<file path="src/hdl/fetch_uncached.sv">
// Uncached fetch path that keeps only the last word read from the bus.
`timescale 1ns/10ps
`default_nettype none

module fetch_uncached (
	input  wire         i_clock,
	input  wire         i_reset,
	input  wire         i_enable,
	input  wire  [31:0] i_pc,
	output logic        o_ready,
	output logic [31:0] o_rdata,

	// Instruction bus.
	output logic        o_bus_request,
	output logic [31:0] o_bus_address,
	input  wire         i_bus_ready,
	input  wire  [31:0] i_bus_rdata
);

	logic        valid;
	logic [31:0] held_address;
	logic        stale;

	// Held word no longer belongs to the program counter.
	assign stale = !valid || (held_address != i_pc);

	assign o_ready = !stale;

	always_ff @(posedge i_clock) begin
		if (i_reset) begin
			valid <= 1'b0;
			o_bus_request <= 1'b0;
		end else if (o_bus_request) begin
			if (i_bus_ready) begin
				valid <= 1'b1;
				o_bus_request <= 1'b0;
			end
		end else if (i_enable && stale) begin
			valid <= 1'b0;
			o_bus_request <= 1'b1;
		end
	end

	// Address and word payload.
	always_ff @(posedge i_clock) begin
		if (!o_bus_request && i_enable && stale) begin
			o_bus_address <= i_pc;
		end
		if (o_bus_request && i_bus_ready) begin
			held_address <= o_bus_address;
			o_rdata <= i_bus_rdata;
		end
	end

endmodule

`default_nettype wire

</file>
<file path="config.mk">
export PLATFORM = sky130hd
export DESIGN_NAME = fetch_uncached
export DESIGN_NICKNAME = d
export VERILOG_FILES = /design/src/hdl/fetch_uncached.sv
export SDC_FILE = /design/constraint.sdc
export NUM_CORES = 1
export LEC_CHECK = 0
export BUFFER_PORTS_ARGS = -buffer_cell sky130_fd_sc_hd__buf_2
export CAP_MARGIN = 20
export CORE_UTILIZATION = 43
export CTS_CLUSTER_DIAMETER = 60
export DETAILED_ROUTE_END_ITERATION = 6
export MAX_ROUTING_LAYER = met4
export PLACE_DENSITY = 0.72
export SKIP_CTS_REPAIR_TIMING = 1
export SLEW_MARGIN = 0
export SYNTH_ARGS = -nofsm -noshare
export SYNTH_HDL_FRONTEND = slang
export SYNTH_SLANG_ARGS = --single-unit
export TNS_END_PERCENT = 1
</file>
<file path="constraint.sdc">
create_clock -name i_clock -period 4 [get_ports i_clock]
set_input_delay 0.4 -clock i_clock [delete_from_list [all_inputs] [get_ports i_clock]]
set_output_delay 0.4 -clock i_clock [all_outputs]
set_load 0.02 [all_outputs]
</file>
# After elaboration in Yosys (flattened, before gate mapping)
# Cells that the tools add are included.
# op_classes
reduce_logical	10
mux	6
n_eq_ne	2
# op_table
cell	count
$ne 32x32->1	1
$mux 1	6
$logic_and 1x1->1	4
$logic_not 1->1	3
$ne 2x1->1 const B	1
$reduce_and 2->1	1
$reduce_bool 2->1	1
$logic_or 1x1->1	1
# totals
input_bits	68
out_inout_bits	66
regBits	98

# Depth between registers and ports, before layout
# depth
word_depth	5
mapped_depth	5
ltp_nobuf	5

# Least setup slack after synthesis
# No wires, ideal clock.
# synth_path
path_kind	input to register
startpoint	in i_pc[25]
endpoint	reg o_bus_address[0], enable pin
path_stages	5
slack_ns	1.408
setup_ns	0.421
path_buffers	0
required_time_ns	3.579
arrival_time_ns	2.171
path_cell_list	xnor2_1 > nand4_1 > or4_1 > nor3_2 > nor2_1
# synth_via
elab_chain_cells	3
# synth_rtl
element	line	text
start: declaration	9	input wire [31:0] i_pc,
$ne 32x32->1	25	assign stale = !valid || (held_address != i_pc);
$logic_or 1x1->1	25	
$logic_and 1x1->1	46	if (!o_bus_request && i_enable && stale) begin
end signal: assignment	47	o_bus_address <= i_pc;
end: declaration	15	output logic [31:0] o_bus_address,
# No other way between the ends.
# A chain may end at the register's enable or synchronous reset.

# Final worst setup path
# layout_path
startpoint	reg held_address[6]
endpoint	out o_ready
# layout_via
elab_chain_cells	3
# layout_rtl
element	line	text
start: declaration	21	logic [31:0] held_address;
start signal: assignment	50	held_address <= o_bus_address;
$ne 32x32->1	25	
$logic_or 1x1->1	25	
$logic_not 1->1	27	assign o_ready = !stale;
end: declaration	10	output logic o_ready,
# No other way between the ends.

==> results.rst <==
.. list-table::
   :header-rows: 1

   * - Metric
     - Value
   * - Run status
     - finished, final reports clean
   * - Worst-case headroom to the max-slew limit
     - 38.7%
   * - Netlist area before placement
     - 3330 sq um
   * - Setup repair after global routing missed its margin
     - no
   * - Seq. cell area
     - between 2000 and 3000 sq um
   * - Area of the core
     - around 7400 sq um
   * - Reg clk slew, reported paths
     - about 0.10 ns
   * - Wire length of the first global-routing pass
     - between 9 and 10 mm
   * - Sequential cell area fraction in the yosys report
     - between 80% and 90%
   * - Die Y
     - about 90 microns
   * - Average instance area after synthesis
     - ~22 sq um
   * - Mapped Nets
     - ~220
   * - TritonCTS clock tree
     - built
   * - Root Driver
     - clkbuf_8
   * - Vias
     - roughly 1,900
   * - Total power density per cell area
     - 453 nW/um^2
   * - LEAKAGE
     - 1.68 nW
   * - CP Data Arrival Time
     - 2.26 ns
   * - Final critical-path required period
     - around 2.7 ns
   * - Count of max-cap constraint violations
     - 0
   * - Maximum number of buffers from clock root to sink
     - 2
   * - Detailed-route DRC error count
     - 0
   * - Type of destination of the critical path
     - output port
   * - Highest Clock Rate
     - ~380 MHz
   * - DRC marker count from the first detailed-route iteration
     - 84
   * - Combined area of the multi-input logic cells
     - 412 sq um
   * - Final setup fails
     - 0
   * - Max Slew Vio Count
     - 0
   * - Detailed Route WL
     - 6.42 mm
   * - Synth warn
     - 0
   * - Gp weighted congestion
     - 0.764
   * - Endpoint required time on the critical path
     - about 3.6 ns
   * - Share of the cycle needed by the critical path after routing
     - about 66%
   * - Number of rows in the core area
     - 31
   * - Worst hold path type
     - in -> reg
   * - Maximum number of pins on one net before global-route repair
     - 35
   * - Ratio of cells with drive above 1 in the final layout
     - slightly above 50%
   * - Startpoint Class
     - flip-flop
   * - Maximum clock skew at final layout
     - about 0.012 ns
   * - Filler instances
     - 593
   * - Final hold violations
     - 0
   * - H-Tree Depth
     - 3
   * - Final nets
     - roughly 360
   * - Unique cell type count in the Yosys netlist
     - 16
   * - Half-perimeter wire length after placement
     - ~4.6 mm
   * - Fin Setup TNS
     - 0 ns
   * - Area delta synth->final
     - 30.0%
   * - Horizontal die dimension
     - 90.0 microns
   * - I/O Buffers
     - roughly 130
   * - Overall global routing resource usage
     - approximately 17%
   * - DP Worst Slack
     - approximately 1.6 ns
   * - Diode count
     - 0
   * - Vias per std cell
     - 4.72
   * - Worst-Skew Late Latency
     - ~0.35 ns
   * - Cts bufs inserted
     - 9
   * - Effective utilization at floorplan
     - between 40 and 50%
   * - Overall die area
     - about 8100 sq um
   * - Number of antenna-violating nets in the routed design
     - 0
   * - Critical path class
     - reg -> out
   * - Number of antenna violations at the first check in global routing
     - 0
   * - Number of search-and-repair iterations in the first detailed-routing pass
     - 4
   * - Per-cell routed wire length
     - roughly 16 microns
   * - PnR worst setup slack
     - between 1 and 1.5 ns
   * - Total I/O pin count
     - 134
   * - Max IR drop VDD
     - roughly 0.23 mV
   * - Total number of clock tree sinks
     - 98
   * - Setup slack of the worst register-to-register path
     - around 1.8 ns
   * - Largest driver fanout on the critical path
     - 4
   * - Global-route congestion overflow total
     - 0
   * - Slew at the pin closest to its max-slew limit
     - around 0.92 ns
   * - Via count of the first global-routing pass
     - about 1,800
   * - Number of cells produced by synthesis
     - around 150
   * - Count of state elements after synthesis
     - 98
worst paths after layout:
path                          start                to  depth (start not counted)
setup / recovery    held_address[6]           o_ready                          5
hold reg to reg   o_bus_address[24]  held_address[24]                          0
setup reg to reg    held_address[6]  o_bus_address[0]                          5
hold / removal       i_bus_rdata[9]        o_rdata[9]                          1
sequential cells by signal (all words and copies together) (netlist names):
| name | flops |
|---|---|
| o_bus_request | 1 |
| o_bus_address | 32 |
| valid | 1 |
| o_rdata | 32 |
| held_address | 32 |
power by group:
group / internal [W] / switching (W)
Clock: 0.000245 / 0.000359
Sequential: 0.00118 / 0.0000190
Combinational: 0.0000596 / 0.0000966
routing by layer:
layer / vias to the layer above / global-route usage (%) / part of all wire [%]
met5: - / - / 0
met4: 0 / 2.82 / 0.12
met3: 2 / 5.75 / 7.5
met2: 106 / 24.7 / 46
met1: 912 / 22.6 / 46
li1: 869 / - / -
per-stage QoR:
stage,power (W),utilization (%),area [sq um],cells,hold WS [ns]
2_1_floorplan,0.00130,-,3330,151,0.497
3_3_place_gp,0.00138,56.1,4140,384,0.427
3_5_place_dp,0.00138,56.1,4140,384,0.428
4_1_cts,0.00198,58.7,4330,400,0.193
5_1_grt,0.00203,58.7,4330,400,0.188
6_report,0.00196,58.7,4330,400,0.217
cells in the final DEF, fill, tap and decap left out, types with 2 or more instances in the layout:
master	Yosys	final
buf_2	0	133
edfxtp_1	96	96
xnor2_1	16	16
xor2_1	16	16
clkbuf_8	0	9
nand4_1	4	4
nor4_1	4	4
nand2_1	3	3
inv_8	0	3
nand2b_1	2	2
inv_6	0	2
dfxtp_1	2	2
cell families after synthesis:
group / count (synthesis) / share of synthesized area (%)
simple gates: 18 / 3.19
flops: 98 / 87.8
xor+xnor: 32 / 8.42
compound gates: 2 / 0.488
buf+inv: 1 / 0.113
cell usage after synthesis:
cell	instances	area, sq um
a21oi_1	1	5.00
and2_1	1	6.26
dfxtp_1	2	40.0
edfxtp_1	96	2880
inv_1	1	3.75
nand2_1	3	11.3
nand2b_1	2	12.5
nand3_1	1	5.00
nand4_1	4	25.0
nor2_1	1	3.75
nor3_2	1	10.0
nor4_1	4	25.0
o221a_2	1	11.3
or4_1	1	7.51
xnor2_1	16	140
xor2_1	16	140
layout make-up:
| type | instances | area share (%) |
|---|---|---|
| sequential | 98 | 67.6 |
| clock buffer | 9 | 2.86 |
| clock inverter | 7 | 1.56 |
| tap | 99 | 2.86 |
| inverter | 1 | 0.0868 |
| timing repair buffer | 134 | 15.6 |
| multi-input combinational | 52 | 9.51 |
critical path, stage by stage (launching register included):
cell and delay (ns):
edfxtp_1 0.43, xnor2_1 0.18, nand4_1 0.13, or4_1 0.56, nor3_2 0.37, buf_2 0.24
Power figures use the tool's default switching activity.
