## src/hdl/fetch_pkg.sv

```systemverilog
// Fetch path package with cache geometry, the region rule and state encodings.
`default_nettype none

package fetch_pkg;

	// Direct-mapped cache geometry, one word per line.
	localparam int SET_BITS = 6;
	localparam int SETS = 1 << SET_BITS;

	// Word address is 30 bits, the rest above the set index is tag.
	localparam int TAG_BITS = 30 - SET_BITS;

	// Stored line is valid bit, tag and one data word.
	localparam int LINE_BITS = 1 + TAG_BITS + 32;

	// Addresses with this bit set bypass the cache.
	localparam int UNCACHED_BIT = 31;

	// Cache sequencer states.
	typedef enum logic [1:0] {
		CACHE_CLEAR,
		CACHE_LOOKUP,
		CACHE_REFILL,
		CACHE_WRITE
	} cache_state_t;

	// Which fetch path currently drives the instruction bus.
	typedef enum logic {
		OWNER_CACHE,
		OWNER_UNCACHED
	} bus_owner_t;

endpackage

`default_nettype wire
```

## src/hdl/fetch_select.sv

```systemverilog
// Region decoder and bus arbiter that combines the cached and uncached fetch paths.
`timescale 1ns/10ps
`default_nettype none

module fetch_select (
	input  wire         i_clock,
	input  wire         i_reset,
	input  wire  [31:0] i_pc,

	// Path enables.
	output logic        o_cache_enable,
	output logic        o_uncached_enable,

	// Cached path.
	input  wire         i_cache_ready,
	input  wire  [31:0] i_cache_rdata,
	input  wire         i_cache_request,
	input  wire  [31:0] i_cache_address,

	// Uncached path.
	input  wire         i_uncached_ready,
	input  wire  [31:0] i_uncached_rdata,
	input  wire         i_uncached_request,
	input  wire  [31:0] i_uncached_address,

	// Ready pulses routed back to the owning path.
	output logic        o_cache_bus_ready,
	output logic        o_uncached_bus_ready,

	// Processor and bus.
	output logic        o_ready,
	output logic [31:0] o_instr,
	output logic        o_bus_request,
	output logic [31:0] o_bus_address,
	input  wire         i_bus_ready
);

	fetch_pkg::bus_owner_t owner;
	logic                  uncached;

	assign uncached = i_pc[fetch_pkg::UNCACHED_BIT];

	assign o_cache_enable = !uncached;
	assign o_uncached_enable = uncached;

	assign o_ready = uncached ? i_uncached_ready : i_cache_ready;
	assign o_instr = uncached ? i_uncached_rdata : i_cache_rdata;

	// Bus follows the owner.
	always_comb begin
		if (owner == fetch_pkg::OWNER_UNCACHED) begin
			o_bus_request = i_uncached_request;
			o_bus_address = i_uncached_address;
		end else begin
			o_bus_request = i_cache_request;
			o_bus_address = i_cache_address;
		end
	end

	assign o_cache_bus_ready = i_bus_ready && (owner == fetch_pkg::OWNER_CACHE);
	assign o_uncached_bus_ready = i_bus_ready && (owner == fetch_pkg::OWNER_UNCACHED);

	// Hand the bus over only between requests, to a path that is waiting.
	always_ff @(posedge i_clock) begin
		if (i_reset) begin
			owner <= fetch_pkg::OWNER_CACHE;
		end else if (!o_bus_request) begin
			if (owner == fetch_pkg::OWNER_CACHE && i_uncached_request) begin
				owner <= fetch_pkg::OWNER_UNCACHED;
			end else if (owner == fetch_pkg::OWNER_UNCACHED && i_cache_request) begin
				owner <= fetch_pkg::OWNER_CACHE;
			end
		end
	end

endmodule

`default_nettype wire

```

## config.mk

```make
export PLATFORM = sky130hd
export DESIGN_NAME = fetch_select
export DESIGN_NICKNAME = d
export VERILOG_FILES = /design/src/hdl/fetch_pkg.sv /design/src/hdl/fetch_select.sv
export SDC_FILE = /design/constraint.sdc
export NUM_CORES = 1
export LEC_CHECK = 0
export CAP_MARGIN = 20
export CELL_PAD_IN_SITES_DETAIL_PLACEMENT = 0
export CELL_PAD_IN_SITES_GLOBAL_PLACEMENT = 2
export CORE_AREA = 4 4 89 91
export CTS_CLUSTER_DIAMETER = 50
export DETAILED_ROUTE_END_ITERATION = 8
export DIE_AREA = 0 0 93 95
export DONT_BUFFER_PORTS = 1
export PLACE_DENSITY = 0.54
export SKIP_LAST_GASP = 1
export SYNTH_ARGS = -nofsm -noshare
export SYNTH_HDL_FRONTEND = slang
export SYNTH_SLANG_ARGS = --single-unit
```

## constraint.sdc

```tcl
create_clock -name i_clock -period 1.3 [get_ports i_clock]
set_input_delay 0.26 -clock i_clock [delete_from_list [all_inputs] [get_ports i_clock]]
set_output_delay 0.26 -clock i_clock [all_outputs]
set_load 0.01 [all_outputs]
```

## After elaboration in Yosys (flattened, before gate mapping)

Cells that the tools add are included.

- Flip-flop bits (word level): 1
- Word-level logic and storage cells: 16

- Reduce and logical (&&, ||, !) cells: 7
- Mux-type cells: 6
- Bitwise gates (word level): 2

Operators with widths:

| kind | number |
|---|---|
| 32-bit 2-to-1 mux | 2 |
| 1-bit logical AND | 4 |
| 1-bit 2-to-1 mux | 4 |
| 1-bit NOT | 2 |
| 2-bit AND reduction | 1 |
| 2-bit nonzero test | 1 |
| 1-bit zero test | 1 |

## Depth between registers and ports, before layout

Gate-level depths: netlist (run 1).

- Word-level depth: 4
- Mapped depth: 3

## Worst setup path after synthesis (run 1)

No wires, ideal clock.

- Kind: register -> output
- Start point: reg owner
- End point: out o_bus_address[22]
- Path slack: 0.130 ns
- Path buffers: 2
- Cell stages (with the launch flop): 4
- Data arrival time: 0.910 ns
- Cells stage by stage: dfxtp_1 > buf_6 > buf_8 > mux2_4

- Longest elaborated chain between the ends: 1

Ends and longest elaborated chain:

| item | line | text |
|---|---|---|
| start, declared | fetch_select.sv:38 | `fetch_pkg::bus_owner_t owner;` |
| start signal, assigned | fetch_select.sv:66 | `owner <= fetch_pkg::OWNER_CACHE;` |
| start signal, assigned | fetch_select.sv:69 | `owner <= fetch_pkg::OWNER_UNCACHED;` |
| start signal, assigned | fetch_select.sv:71 | `owner <= fetch_pkg::OWNER_CACHE;` |
| 32-bit 2-to-1 mux | fetch_select.sv:51 | `if (owner == fetch_pkg::OWNER_UNCACHED) begin` |
| end, declared | fetch_select.sv:34 | `output logic [31:0] o_bus_address,` |

No other way between the ends.

## Final worst setup path (run 1)

- Start point: reg owner
- End point: out o_bus_address[3]

The elaborated chain is that of the path after synthesis.

==> summary.md, run 1 <==
| Metric | Value |
|---|---|
| Register share of total power | 7.4% |
| Power Internal | 0.302 mW |
| Dpl ws | 100 ps |
| Die area | 8840 um^2 |
| DR vias/cell | 4.10 |
| Tot GR Track Use | 5.65% |
| Relative slew slack | 84.1% |
| Syn. warnings | 0 |
| Pwr Density | 427 nW/um^2 |
| Synthesized Nets | 250 |
| Worst Hold Class | input pin to flop |
| First-pass GRT wire length | 4150 um |
| Combinational Power Share | 92.6% |
| Setup Skew | 0 ps |
| Total Wirelength | 3640 um |
| CP Data Arrival Time | 930 ps |
| Vias in the first global route | 800 |
| Number of port buffers | 0 |
| Largest net degree at the start of global routing | 36 |
| Post-route minimum period | 1190 ps |
| CP Launch Type | flop |
| Total core area | 7140 um^2 |
| Gpl congestion | 0.633 |
| Hold_ws | 378 ps |
| Antenna cells | 0 |
| Number of max-cap violations | 0 |
| Yosys top cell area share | 75.2% |
| Simple-Gate Fraction of Synth Area | 2.75% |
| Hold buffer count at cts | 0 |
| Setup_tns | 0 ps |
| Crit Path Category | flop to primary output |
| CTS resizes | 0 |
| Antenna violations before repair | 0 |
| Initial core utilization | 15.9% |
| DR iter-0 viols | 9 |
| Largest regs | owner: 1 flops |
| Mux contribution to synthesized area | 84.2% |
| DRT Pass-1 Iters | 2 |
| CP Max Fanout | 30 |
| Final worst slack | 107 ps |
| DP HPWL | 3460 um |
| WP data required | 1040 ps |
| # IOs | 237 |
| Max Transition Viols Final | 0 |
| XOR/XNOR Fraction of Synth Area | 0% |
| Compound-gate portion of the synthesized area | 0.550% |
| Post-CTS Setup Bufs | 0 |
| Largest family of logic cells by synthesized area | multiplexers |
| Placed Area | 1170 um^2 |
| Post-Synthesis Cells | 83 |
| Peak Freq | 0.839 GHz |
| Via count | 717 |
| Worst-Margin Slew | 238 ps |
| Adder-cell area share of the yosys netlist | 0% |
| Finished Cell Area | 1170 um^2 |
| Total global routing overflow | 0 |
| Layout cells sized above 1 | 90.8% |
| Biggest register | owner |
| Status | finished clean |
| Area Overhead vs Synth | 2.97% |
| Syn Area/Cell | 13.7 um^2 |
| Sequential fraction of the synthesis area | 1.76% |
| Final Cycle Share | 91.7% |
| Clock Power Share | 0% |
| Netlist cell types | 12 |
| FP Rows | 31 |
| Psw | 0.198 mW |
| Yosys reg bits | 1 |
| Worst-skew pair later-pin latency | 0 ps |
| Area leader, netlist | mux2_4 |
| Die height | 95 um |
| Post-route DRC violation count | 0 |
| Routed len/inst | 20.8 um |
| LEAKAGE | 0.517 nW |
| Number of flip-flops in the largest register | 1 |
| Switching Share | 39.6% |
| Post-Syn Area | 1140 um^2 |
| Worst Setup End Kind | primary output |
| Synth area leaders | mux2_4 75%, mux2_2 8.9%, buf_6 5.0%, buf_12 3.5%, dfxtp_1 1.8% |
| Final ANT Viol Nets | 0 |
| Final setup violation count | 0 |
| Clock Pin Slew Worst Setup and Hold Paths | 0 ps |
| RSZ-0062 raised after global routing | false |
| Die X | 93 um |
| Fin nets | 245 |
| Maximum VDD drop | 0.0000945 V |
| Final hold viol count | 0 |
[synthesized netlist by cell type]
library cell and n:
buf_12 2, nand2b_1 2, buf_4 1, mux2_4 57, inv_1 1, mux2_2 9
nor2b_1 2, o22ai_1 1, and2_1 1, dfxtp_1 1, buf_6 5, buf_8 1
[cell families (layout without fill, tap and decap cells)]
| family | after synthesis | after routing |
|---|---|---|
| AOI/OAI and AO/OA | 1 | 1 |
| muxes | 66 | 66 |
| buffers and inverters | 10 | 3 |
| and+or+nand+nor | 5 | 5 |
| DFF | 1 | 1 |
[worst max-delay path, stage by stage (launching register included)]
cell and delay (ps):
dfxtp_2 340, buf_12 230, mux2_4 350
[layer usage]
layer  part of all wire [%]  wire, um  track usage (%)  vias to the layer above
li1                       -         -                -                      293
met1                     28      1030             4.97                      322
met2                     58      2110             13.0                      102
met3                     14       492             1.43                        0
met4                      0         0                0                        0
met5                      0         0                0                        -
[placed cells by master, fill, tap and decap left out]
master | synthesis | routed
nor2b_1 | 2 | 2
and2_1 | 1 | 1
mux2_4 | 57 | 57
buf_4 | 1 | 1
buf_12 | 2 | 1
nand2b_1 | 2 | 2
o22ai_1 | 1 | 1
mux2_2 | 9 | 9
dfxtp_2 | 0 | 1
inv_1 | 1 | 1
[power by group through the flow]
stage	Clock (mW)	Combinational (mW)	Sequential, mW
6_report	0	0.464	0.0369
5_1_grt	0	0.483	0.0370
4_1_cts	0	0.471	0.0370
3_5_place_dp	0	0.469	0.0371
3_3_place_gp	0	0.473	0.0368
2_1_floorplan	0	0.487	0.0344
[layout make-up]
type / instances / area (um^2)
fill: 808 / 5970
sequential: 1 / 21.3
inverter: 1 / 3.75
timing repair buffer: 2 / 27.5
tap: 99 / 124
multi-input combinational: 72 / 995
[per-stage QoR]
stage	utilization (%)	total power [mW]	std cells
6_report	16.4	0.501	175
5_1_grt	16.4	0.520	175
4_1_cts	16.4	0.508	175
3_5_place_dp	16.4	0.506	175
3_3_place_gp	16.4	0.510	175
2_1_floorplan	-	0.521	83
[final timing paths]
kind | slack, ps | from | to | cells past startpoint
min | 380 | i_reset | owner | 1
min reg2reg | 650 | owner | owner | 3
max | 110 | owner | o_bus_address[3] | 2
max reg2reg | 560 | owner | owner | 3
No activity file was read; power rests on OpenSTA's default activity.
==> inputs of run 2 (changes only) <==
- MAX_ROUTING_LAYER: default -> met4
==> run 2 against run 1 <==
Compared with the run above: critical path depth unchanged; flip-flop and latch count did not move; sequential power barely moved; die area did not move; via count unchanged; fmax fell by 0.12%; global-route usage grew 0.18 points; final area did not move; total power about the same.
==> summary.md, run 2 (synthesized netlist as in run 1, its figures left out) <==
| Metric | Value |
|---|---|
| Gpl congestion | 0.639 |
| FF-to-FF Start | owner |
| Largest net degree at the start of global routing | 36 |
| DP HPWL | 3460 um |
| Die X | 93 um |
| FP Rows | 31 |
| Largest regs | owner: 1 flops |
| Setup Skew | 0 ps |
| Number of flip-flops in the largest register | 1 |
| Worst Hold Class | input pin to flop |
| First-pass GRT wire length | 4150 um |
| Max Transition Viols Final | 0 |
| Post-CTS Setup Bufs | 0 |
| Worst-Margin Slew | 238 ps |
| Area Overhead vs Synth | 2.97% |
| Final hold viol count | 0 |
| CP Max Fanout | 30 |
| Die height | 95 um |
| Layout cells sized above 1 | 90.8% |
| Number of port buffers | 0 |
| Clock Pin Slew Worst Setup and Hold Paths | 0 ps |
| Relative slew slack | 84.1% |
| CTS resizes | 0 |
| Post-route minimum period | 1190 ps |
| CP Launch Type | flop |
| Peak Freq | 0.838 GHz |
| Number of max-cap violations | 0 |
| DR vias/cell | 4.10 |
| Antenna cells | 0 |
| Die area | 8840 um^2 |
| Crit Path Category | flop to primary output |
| Tot GR Track Use | 5.83% |
| Hold buffer count at cts | 0 |
| Post-route DRC violation count | 0 |
| Total core area | 7140 um^2 |
| RSZ-0062 raised after global routing | false |
| Biggest register | owner |
| Via count | 717 |
| Antenna violations before repair | 0 |
| Routed len/inst | 20.8 um |
| Most frequent cells in the layout | 57 x mux2_4, 9 x mux2_2, 2 x nor2b_1, 2 x nand2b_1 |
| Initial core utilization | 15.9% |
| Worst-skew pair later-pin latency | 0 ps |
| Pwr Density | 428 nW/um^2 |
| Status | finished clean |
| Setup_tns | 0 ps |
| Total Wirelength | 3640 um |
| Final ANT Viol Nets | 0 |
| Final setup violation count | 0 |
| DR iter-0 viols | 10 |
| Final Cycle Share | 91.8% |
| Critical Path Start | owner |
| LEAKAGE | 0.517 nW |
| # IOs | 237 |
| DRT Pass-1 Iters | 2 |
| WP data required | 1040 ps |
| CP Data Arrival Time | 930 ps |
| Most common cell after layout, fill and taps aside | mux2_4 |
| Worst Setup End Kind | primary output |
| Fin nets | 245 |
| Vias in the first global route | 800 |
| Hold_ws | 378 ps |
| Maximum VDD drop | 0.0000945 V |
| Total global routing overflow | 0 |
| Hold_sp | i_reset |
[run 2: routing by layer]
layer	routed length, um	global-route usage [%]
met1	1090	5.45
met2	2110	13.0
met3	443	0.797
met4	0	0
met5	0	-
[run 2: worst paths after layout]
path                            to  slack [ps]  cells past startpoint
hold / removal               owner         380                      1
setup reg to reg             owner         560                      3
setup / recovery  o_bus_address[3]         110                      2
hold reg to reg              owner         650                      3
[run 2: final cells by class]
| cell class | count | area (um^2) |
|---|---|---|
| Inverter | 1 | 3.75 |
| Multi-Input combinational cell | 72 | 995 |
| Timing Repair Buffer | 2 | 27.5 |
| Sequential cell | 1 | 21.3 |
| Fill cell | 808 | 5970 |
| Tap cell | 99 | 124 |
[run 2: power by group]
group          internal (mW)  leakage (nW)  switching (mW)
Sequential            0.0341       0.00861         0.00282
Combinational          0.268         0.508           0.196
Clock                      0             0               0
[run 2: per-stage QoR]
stage          worst slack (ps)  area (um^2)  power (mW)  cells  utilization (%)
6_report                    106         1170       0.501    175             16.4
5_1_grt                    87.2         1170       0.520    175             16.4
4_1_cts                     102         1170       0.508    175             16.4
3_5_place_dp                100         1170       0.506    175             16.4
3_3_place_gp                117         1170       0.510    175             16.4
2_1_floorplan               130         1140       0.521     83                -
[run 2: worst max-delay path, cell delays in order (launching register included)]
cell,delay (ps)
dfxtp_2,340
buf_12,230
mux2_4,350
