**config.mk**
```make
export PLATFORM = sky130hd
export DESIGN_NAME = icache_direct
export DESIGN_NICKNAME = d
export VERILOG_FILES = /design/src/hdl/fetch_pkg.sv /design/src/hdl/icache_direct.sv /design/src/hdl/bram_1r1w.sv
export SDC_FILE = /design/constraint.sdc
export NUM_CORES = 2
export LEC_CHECK = 0
export BUFFER_PORTS_ARGS = -buffer_cell sky130_fd_sc_hd__buf_2
export CAP_MARGIN = 20
export CORE_MARGIN = 4
export CORE_UTILIZATION = 39
export DETAILED_ROUTE_END_ITERATION = 7
export PLACE_DENSITY = 0.59
export RECOVER_POWER = 100
export SLEW_MARGIN = 20
export SYNTH_ARGS = -nofsm -noshare
export SYNTH_HDL_FRONTEND = slang
export SYNTH_SLANG_ARGS = --single-unit
```
**constraint.sdc**
```tcl
create_clock -name i_clock -period 7.5 [get_ports i_clock]
set_input_delay 0.75 -clock i_clock [delete_from_list [all_inputs] [get_ports i_clock]]
set_output_delay 0.75 -clock i_clock [all_outputs]
set_load 0.01 [all_outputs]
```
**src/hdl/fetch_pkg.sv**
```systemverilog
// Fetch path package with cache geometry, the region rule and state encodings.
`default_nettype none

package fetch_pkg;

	// Direct-mapped cache geometry, one word per line.
	localparam int SET_BITS = 6;
	localparam int SETS = 1 << SET_BITS;

	// Word address is 30 bits, the rest above the set index is tag.
	localparam int TAG_BITS = 30 - SET_BITS;

	// Stored line is valid bit, tag and one data word.
	localparam int LINE_BITS = 1 + TAG_BITS + 32;

	// Addresses with this bit set bypass the cache.
	localparam int UNCACHED_BIT = 31;

	// Cache sequencer states.
	typedef enum logic [1:0] {
		CACHE_CLEAR,
		CACHE_LOOKUP,
		CACHE_REFILL,
		CACHE_WRITE
	} cache_state_t;

	// Which fetch path currently drives the instruction bus.
	typedef enum logic {
		OWNER_CACHE,
		OWNER_UNCACHED
	} bus_owner_t;

endpackage

`default_nettype wire
```
**src/hdl/icache_direct.sv**
```systemverilog
// Direct-mapped instruction cache with bus refill, clear after reset and event counters.
`timescale 1ns/10ps
`default_nettype none

module icache_direct (
	input  wire         i_clock,
	input  wire         i_reset,
	input  wire         i_enable,
	input  wire  [31:0] i_pc,
	output logic        o_ready,
	output logic [31:0] o_rdata,

	// Instruction bus.
	output logic        o_bus_request,
	output logic [31:0] o_bus_address,
	input  wire         i_bus_ready,
	input  wire  [31:0] i_bus_rdata,

	// Event counters.
	output logic [31:0] o_hit_count,
	output logic [31:0] o_miss_count
);

	fetch_pkg::cache_state_t state;

	logic [fetch_pkg::SET_BITS-1:0]  pc_set;
	logic [fetch_pkg::TAG_BITS-1:0]  pc_tag;
	logic [fetch_pkg::SET_BITS-1:0]  clear_set;
	logic [fetch_pkg::SET_BITS-1:0]  rd_set;
	logic [fetch_pkg::SET_BITS-1:0]  set_r;
	logic [fetch_pkg::LINE_BITS-1:0] rd_line;
	logic                            wr_request;
	logic [fetch_pkg::SET_BITS-1:0]  wr_set;
	logic [fetch_pkg::LINE_BITS-1:0] wr_line;
	logic [fetch_pkg::SET_BITS-1:0]  refill_set;
	logic [fetch_pkg::TAG_BITS-1:0]  refill_tag;
	logic [31:0]                     refill_data;
	logic                            line_stale;
	logic                            line_match;
	logic                            lookup_hit;
	logic                            lookup_miss;
	logic                            hold_valid;
	logic                            hold_hit;
	logic [31:0]                     hold_pc;
	logic [31:0]                     hold_data;
	logic                            ready_r;
	logic [31:0]                     pc_r;

	assign pc_set = i_pc[fetch_pkg::SET_BITS+1:2];
	assign pc_tag = i_pc[31 -: fetch_pkg::TAG_BITS];

	bram_1r1w lines (
		.i_clock      (i_clock),
		.i_rd_address (rd_set),
		.o_rd_data    (rd_line),
		.i_wr_request (wr_request),
		.i_wr_address (wr_set),
		.i_wr_data    (wr_line)
	);

	// Registered line belongs to set_r, and is only trusted one read after a write.
	assign line_match = rd_line[fetch_pkg::LINE_BITS-1] &&
		(rd_line[fetch_pkg::LINE_BITS-2 -: fetch_pkg::TAG_BITS] == pc_tag);
	assign lookup_hit = (state == fetch_pkg::CACHE_LOOKUP) && i_enable && !line_stale &&
		(set_r == pc_set) && line_match;

	// Last hit word covers the cycles where the read port moved on to the next set.
	assign hold_hit = i_enable && hold_valid && (hold_pc == i_pc);
	assign lookup_miss = (state == fetch_pkg::CACHE_LOOKUP) && i_enable && !line_stale &&
		(set_r == pc_set) && !line_match && !hold_hit;

	assign o_ready = lookup_hit || hold_hit;
	assign o_rdata = lookup_hit ? rd_line[31:0] : hold_data;

	// Prefetch the next set on a hit so sequential code streams.
	assign rd_set = lookup_hit ? pc_set + 1'b1 : pc_set;

	// Write port clears lines, then stores refilled lines.
	assign wr_request = (state == fetch_pkg::CACHE_CLEAR) || (state == fetch_pkg::CACHE_WRITE);
	assign wr_set = (state == fetch_pkg::CACHE_CLEAR) ? clear_set : refill_set;
	assign wr_line = (state == fetch_pkg::CACHE_CLEAR) ? '0 : {1'b1, refill_tag, refill_data};

	always_ff @(posedge i_clock) begin
		set_r <= rd_set;
	end

	always_ff @(posedge i_clock) begin
		if (i_reset) begin
			state <= fetch_pkg::CACHE_CLEAR;
			clear_set <= '0;
			o_bus_request <= 1'b0;
			line_stale <= 1'b1;
			o_miss_count <= '0;
		end else begin
			line_stale <= wr_request;
			case (state)
				fetch_pkg::CACHE_CLEAR: begin
					clear_set <= clear_set + 1'b1;
					// Last set written when the counter is all ones.
					if (&clear_set) begin
						state <= fetch_pkg::CACHE_LOOKUP;
					end
				end
				fetch_pkg::CACHE_LOOKUP: begin
					if (lookup_miss) begin
						o_bus_request <= 1'b1;
						o_miss_count <= o_miss_count + 1'b1;
						state <= fetch_pkg::CACHE_REFILL;
					end
				end
				fetch_pkg::CACHE_REFILL: begin
					if (i_bus_ready) begin
						o_bus_request <= 1'b0;
						state <= fetch_pkg::CACHE_WRITE;
					end
				end
				default: begin
					state <= fetch_pkg::CACHE_LOOKUP;
				end
			endcase
		end
	end

	// Refill payload.
	always_ff @(posedge i_clock) begin
		if (state == fetch_pkg::CACHE_LOOKUP && lookup_miss) begin
			refill_set <= pc_set;
			refill_tag <= pc_tag;
			o_bus_address <= i_pc;
		end
		if (state == fetch_pkg::CACHE_REFILL && i_bus_ready) begin
			refill_data <= i_bus_rdata;
		end
	end

	// Hold register and hit counting, one hit per fetch served.
	always_ff @(posedge i_clock) begin
		pc_r <= i_pc;
		if (lookup_hit) begin
			hold_pc <= i_pc;
			hold_data <= rd_line[31:0];
		end
		if (i_reset) begin
			hold_valid <= 1'b0;
			ready_r <= 1'b0;
			o_hit_count <= '0;
		end else begin
			ready_r <= o_ready;
			if (lookup_hit) begin
				hold_valid <= 1'b1;
			end
			if (o_ready && !(ready_r && pc_r == i_pc)) begin
				o_hit_count <= o_hit_count + 1'b1;
			end
		end
	end

endmodule

`default_nettype wire

```
**src/hdl/bram_1r1w.sv**
```systemverilog
// Block RAM for cache lines with one registered read port and one write port.
`timescale 1ns/10ps
`default_nettype none

module bram_1r1w (
	input  wire                             i_clock,

	// Read port.
	input  wire  [fetch_pkg::SET_BITS-1:0]  i_rd_address,
	output logic [fetch_pkg::LINE_BITS-1:0] o_rd_data,

	// Write port.
	input  wire                             i_wr_request,
	input  wire  [fetch_pkg::SET_BITS-1:0]  i_wr_address,
	input  wire  [fetch_pkg::LINE_BITS-1:0] i_wr_data
);

	logic [fetch_pkg::LINE_BITS-1:0] mem [fetch_pkg::SETS];

	// Read every cycle.
	// A write to the same address shows up one cycle later.
	always_ff @(posedge i_clock) begin
		o_rd_data <= mem[i_rd_address];
	end

	always_ff @(posedge i_clock) begin
		if (i_wr_request) begin
			mem[i_wr_address] <= i_wr_data;
		end
	end

endmodule

`default_nettype wire

```
# Yosys cells after proc, flatten, opt, wreduce, memory -nomap -nowiden
# Memory sizes are Yosys's and may differ from the RTL's. A register that Yosys moved wholly into a read port is not among the register bits.
# Cells that the tools add are included.
# op_classes
add_sub_neg	4
n_eq_ne	10
muxes	13
reduce_logical	25
# op_table
op	n
32-bit by 1-bit adder with 32-bit output, second input constant	2
32-bit equality test	2
57-bit two-way mux	1
32-bit two-way mux	1
24-bit equality test	1
1-bit logical AND	13
6-bit by 1-bit adder with 6-bit output, second input constant	2
6-bit two-way mux	2
6-bit equality test	1
2-bit two-way mux	3
2-bit case mux with 3 select lines	1
3-bit AND reduction	2
6-bit AND reduction	1
2-bit equality test, second input constant	2
1-bit logical NOT	4
1-bit two-way mux	4
2-bit inequality test, second input constant	2
2-bit by 1-bit equality test with 1-bit output, second input constant	1
2-bit logical NOT	1
1-bit logical OR	2
2-bit by 1-bit inequality test with 1-bit output, second input constant	1
1-bit case mux with 2 select lines	1
2-bit AND reduction	1
2-bit nonzero test	1
# word_totals
ff_bits	272
ram_bits	3648
inputBits	68
out_inout_bits	130
word_cells	69
n_memories	1
# memory_table
name	words	word_bits	read_ports	rd_ports_with_merged_regs	write_ports	line	text
lines.mem	64	57	1	1	1	bram_1r1w.sv:18	logic [fetch_pkg::LINE_BITS-1:0] mem [fetch_pkg::SETS];

# Logic depth before layout (Yosys ltp)
# logic_depth
depth_word	8
ltp_mapped	17
depth_no_buf	13

# Cells and area by module
# Synthesis repeated with hierarchy kept, for this count alone.
# unflattened
cells_unflattened	6638
area_unflattened_um2	149593.5
# by_module_without_submodules
mod	instances	cells_per_inst	area_each_um2	seq_area_each_um2
bram_1r1w	1	5760	139525.1	110686.2
icache_direct	1	878	10068.4	5805.6

# Worst setup path before layout
# No wires, ideal clock.
# synth_timing
path_kind	flip-flop to flip-flop
start	register state[0]
end	memory lines.mem[1][0] in the netlist's numbering, enable pin
setup_ps	472
t_arrival_ps	4559
t_required_ps	7028
setup_slack_ps	2469
path_stages_with_launch	9
path_buffers	1
synth_period_minus_slack_ps	5031
path_cell_list	dfxtp_1 -> inv_1 -> ha_1 -> clkbuf_1 -> inv_1 -> nand2_1 -> o22ai_1 -> nand2_1 -> nor2_1
# synth_between
elab_chain_cells	4
elab_cells_between_ends	6
classes_between	1 x eq/ne; 3 x mux; 2 x reduce/logical
# synth_rtl
element	line	text
from (decl)	icache_direct.sv:24	fetch_pkg::cache_state_t state;
from (signal assigned)	icache_direct.sv:89	state <= fetch_pkg::CACHE_CLEAR;
from (signal assigned)	icache_direct.sv:101	state <= fetch_pkg::CACHE_LOOKUP;
from (signal assigned)	icache_direct.sv:108	state <= fetch_pkg::CACHE_REFILL;
2-bit equality test or 2-bit logical NOT (tied branches)	icache_direct.sv:79, icache_direct.sv:80	
1-bit logical OR	icache_direct.sv:79	assign wr_request = (state == fetch_pkg::CACHE_CLEAR) || (state == fetch_pkg::CACHE_WRITE);
1-bit two-way mux	bram_1r1w.sv:27	if (i_wr_request) begin
1-bit two-way mux (not written as such)	bram_1r1w.sv:28	mem[i_wr_address] <= i_wr_data;
to (decl)	bram_1r1w.sv:18	
# Parallel ways exist; a longest one is shown, timed or not.

# Worst setup path after layout
# layout_timing
start	register state[1]
end	memory lines.mem[39][30] in the netlist's numbering, enable pin
# The elaborated chain is that of the path after synthesis.

==> run summary <==
The portion of total power attributed to sequential cells came out at 53.2%. Average via count per standard cell: 5.88. The final critical path takes up 87.6% of the cycle. Overall power consumption after layout is estimated at 45.6 mW. The flow ran to the end, but the final reports show violations.

The path with the worst hold slack has its endpoint at pc_r[28]$_DFF_P_. The static leakage was 52.9 nW. The post-synth design cell area is 0.150 mm2.

TritonCTS built the clock tree. For the fraction of power consumed by combinational cells, the log shows 4.2%. Internal power comes to 35.7 mW. The floorplan row count is 227, and the worst clock skew is 78.6 ps. After clock tree synthesis, the clock-pin slew on the worst setup and hold paths is 60 ps.

The final critical delay including setup and external delays was 6570 ps. The endpoint of the most critical register-to-register path is lines.mem[39][30]$_DFFE_PP_. The run gives 198 as the number of ports placed on the die boundary.

Entering global routing, the biggest net connects 160 pins. The share of flip-flops with an asynchronous set or reset was 0%. The logs give 23.3% for the all-layer global routing usage and 44.7% for the utilization after layout. Buffer cell driving the clock tree root: clkbuf_16. The final non-filler cell area is 0.171 mm2. The worst register-to-register path has a setup slack of 930 ps. For the count of final setup violators, the log shows 0. In the synthesized netlist the dominant register cell turns out to be edfxtp_1. Of the total power, the share spent switching nets is 21.7%.

For the detailed-router iteration count before antenna repair, the log shows 5. The logs give 9280 for the number of instances in the synthesized netlist and 474000 um for the final wirelength. When the netlist entered floorplanning its net count stood at 9355. The worst path meets setup with 927 ps of slack. The flop and latch count out of synthesis was 3947; the total power density per cell area was 267 mW/mm2.

Setup repair after global routing left no endpoint under its margin. The run gives 0 ps as the sum of negative setup slack. The worst setup path is captured at a register. For the worst flop-to-flop path, the logic depth is 7. After detailed routing, the average wire length per cell comes to 31.4 um.

The run gives 0 as the count of endpoints failing hold in the final timing report. Summing all placed instances gives a cell area of 0.159 mm2. The area added between synthesis and finish came out at 14.1%. The post-route netlist has 12.0% of its cells at a drive strength greater than 1. After filler insertion, the fill cell instance count of the layout stands at 33000.

The worst pin sits at a relative slew slack of -153%. The tools report the buffer levels on the longest clock path as 4. The count of nets left with antenna violations once routing finished came out at 0. For the total count of max-transition violations in the final report, the log shows 5142. The floorplan step defined a die boundary enclosing 0.395 mm2.

Detailed placement ended at an HPWL of 247000 um. The post-synthesis xor/xnor area fraction works out to 0.883%. Summing the areas of all compound-gate instances in the mapped netlist gives 2.49% of the synthesized area. In this run, CTS created clock tree buffers numbering 399. The setup path with the least slack is of type register to register.

The routed via count is 88600. The maximum clock rate is 0.152 GHz. For this design the total switching power over the nets is 9.91 mW. Global routing finished with a remaining overflow of 0. The netlist uses 62 different library cells.

The number of setup buffers added after CTS came out at 0. The sink count of the clock tree is 3947. The run gives 0 as the detailed-route DRC error count. The clock network is responsible for 42.6% of the overall power. At the worst endpoint, the required time is 8040 ps. The worst setup path is launched from a register. Sequential elements use 77.7% of the synthesized area.

Tracing the worst setup path back leads to its startpoint at state[1]$_SDFFE_PP0P_. The startpoint identified for the worst hold timing path is i_pc[28]. The largest family of logic cells by synthesized area is simple AND/OR/NAND/NOR gates. After synthesis, the share of cell area in mux cells is 7.10%. The run gives 0 as the count of yosys warnings during synthesis. The initial core utilization was 39.2%; the simple logic cell fraction of the synthesized area was 10.3%. Number of enable flip-flop cells after synthesis: 3744. The checks that failed: capacitance limit, slew limit.

The number of instances on the worst hold path is 1, and the number of max-capacitance violations reported is 161. The routability-driven placement congestion ratio was 0.848; the area of the core was 0.383 mm2. The floorplan step set the die height to 628 um.

The number of global-route vias before repair is 83900, and the DRC violation total after the first TritonRoute iteration is 12900. The clock latency at the later pin of the worst-skew pair is 960 ps. The net count of the finished layout is 9732.

Before CTS, the worst setup slack after placement is 1810 ps. For the pin with the worst max-slew slack, the measured transition is 3800 ps. The die is 628 um wide. The arrival time at the worst endpoint is 7110 ps, and the port buffer count is 197. The adder-cell share of the synthesized area was 0.0584%.

Worst min-delay path category: primary input to register. The initial antenna violation count is 34, and the H-tree depth is 5. Startpoint of the worst-slack reg-to-reg timing path: state[1]$_SDFFE_PP0P_.

The first-pass GRT wire length is 658000 um. The maximum vdd ir drop came out at 0.207 mV. Of all nets on the critical path, the largest fanout is 29. After synthesis, the mean cell area works out to 16.2 um2.
[layer usage]
| metal | track usage [%] | routed length, um | up-vias |
|---|---|---|---|
| met5 | 0 | 35 | - |
| li1 | - | - | 36400 |
| met4 | 7.81 | 18700 | 6 |
| met3 | 4.91 | 53300 | 864 |
| met2 | 35.9 | 215000 | 5183 |
| met1 | 33.0 | 187000 | 46200 |
[cells by family (layout without fill, tap and decap cells)]
| family | after synthesis | in the layout |
|---|---|---|
| AND/OR/NAND/NOR | 3508 | 3508 |
| buffers and inverters | 552 | 1274 |
| other | 0 | 41 |
| flip-flops | 3947 | 3947 |
| AO/OA/AOI/OAI | 524 | 524 |
| XOR/XNOR | 149 | 149 |
| multiplexers | 593 | 593 |
| adder cells (fa/ha/maj) | 7 | 7 |
[worst max path at each step]
stage	endpoint	slack (ps)
floorplan	lines.mem[1][0]$_DFFE_PP_	2470
global placement	lines.o_rd_data[27]$_DFF_P_	1600
detailed placement	lines.o_rd_data[26]$_DFF_P_	1810
CTS	lines.o_rd_data[53]$_DFF_P_	2280
global route	lines.mem[24][19]$_DFFE_PP_	990
finish	lines.mem[39][30]$_DFFE_PP_	930
[cells in the mapped netlist, types with 3 or more instances]
cell,instances,area [um2]
nand3_1,829,4150
mux4_2,376,8470
xnor2_1,53,464
a31oi_1,3,18.8
o21ai_0,114,571
and2_1,4,25.0
inv_1,21,78.8
dfxtp_1,203,4060
edfxtp_1,3744,112000
nor2_1,143,537
or4_1,56,420
nand4_1,247,1550
nand3b_1,3,22.5
buf_1,71,267
buf_2,70,350
nor4_1,21,131
and4_1,7,61.3
ha_1,7,87.6
nor2b_1,62,388
mux2_2,3,33.8
xor2_1,95,832
a22oi_1,189,1420
a21oi_1,35,175
buf_4,4,30.0
nand2b_1,5,31.3
o22ai_1,14,87.6
mux2i_1,214,2140
or3_1,25,156
nand2_1,2061,7740
clkbuf_1,383,1440
nor3_1,12,60.1
o211ai_1,4,30.0
and3_1,20,125
a32oi_1,145,1270
[power by group through the flow]
| stage | Combinational [mW] | Clock [mW] | Sequential (mW) |
|---|---|---|---|
| floorplan | 1.15 | 0 | 24.7 |
| global placement | 1.88 | 0 | 24.7 |
| detailed placement | 1.91 | 0 | 24.7 |
| CTS | 1.93 | 19.7 | 24.2 |
| global route | 2.04 | 20.7 | 24.3 |
| finish | 1.90 | 19.5 | 24.3 |
[critical path, cell delays in order, from the launching register on]
cell	delay, ps
dfxtp_1	340
inv_1	90
ha_1	1010
buf_4	790
a32o_1	310
nand2_1	240
nor2_1	1940
clkbuf_2	1340
[stage by stage]
step	hold slack (ps)	std cells
6_report	152	15100
5_1_grt	133	15100
4_1_cts	0.747	15000
3_5_place_dp	423	14200
3_3_place_gp	421	14200
2_1_floorplan	441	9280
[layout by cell type (no fill, tap or decap), types with 14 or more instances in the layout]
master and n:
a21oi_1 26, a22oi_1 189, a32oi_1 145, and3_1 20
buf_12 62, buf_2 22, buf_4 75, bufinv_16 18
clkbuf_1 397, clkbuf_16 403, clkbuf_2 36, clkbuf_8 42
clkinv_1 53, clkinv_2 65, dfxtp_1 203, diode_2 41
dlygate4sd3_1 37, edfxtp_1 3744, inv_1 21, mux2i_1 214
mux4_2 376, nand2_1 2061, nand3_1 828, nand4_1 247
nor2_1 125, nor2_4 20, nor2b_1 45, nor2b_4 17
nor4_1 22, o21ai_0 115, o22ai_1 14, or3_1 25
or4_1 56, xnor2_1 53, xor2_1 95
[sequential cells by signal, summed over array words and instances, names as in the netlist]
name and count:
hold_valid 1, ready_r 1, state 2, hold_data 32, lines.mem 3648, o_bus_address 32
pc_r 32, hold_pc 32, lines.o_rd_data 57, line_stale 1, o_bus_request 1, o_miss_count 32
o_hit_count 32, set_r 6, refill_data 32, clear_set 6
[timing repair]
action | 4_1_cts | 5_1_grt
hold buffers | 37 | 0
hold endpoints to repair | 37 | 0
gates resized for setup | 0 | 0
[area by class of cell]
type / instances / area [um2] / area share (%)
Clock buffer: 575 / 11200 / 6.52
Clock inverter: 171 / 1630 / 0.951
Tap cell: 5038 / 6300 / 3.68
Antenna cell: 41 / 103 / 0.0600
Multi-Input combinational cell: 4781 / 31700 / 18.5
Inverter: 23 / 95.1 / 0.0556
Sequential cell: 3947 / 116000 / 68.1
Timing Repair Buffer: 505 / 3630 / 2.12
Note: power is estimated with default switching activity, not from simulation.
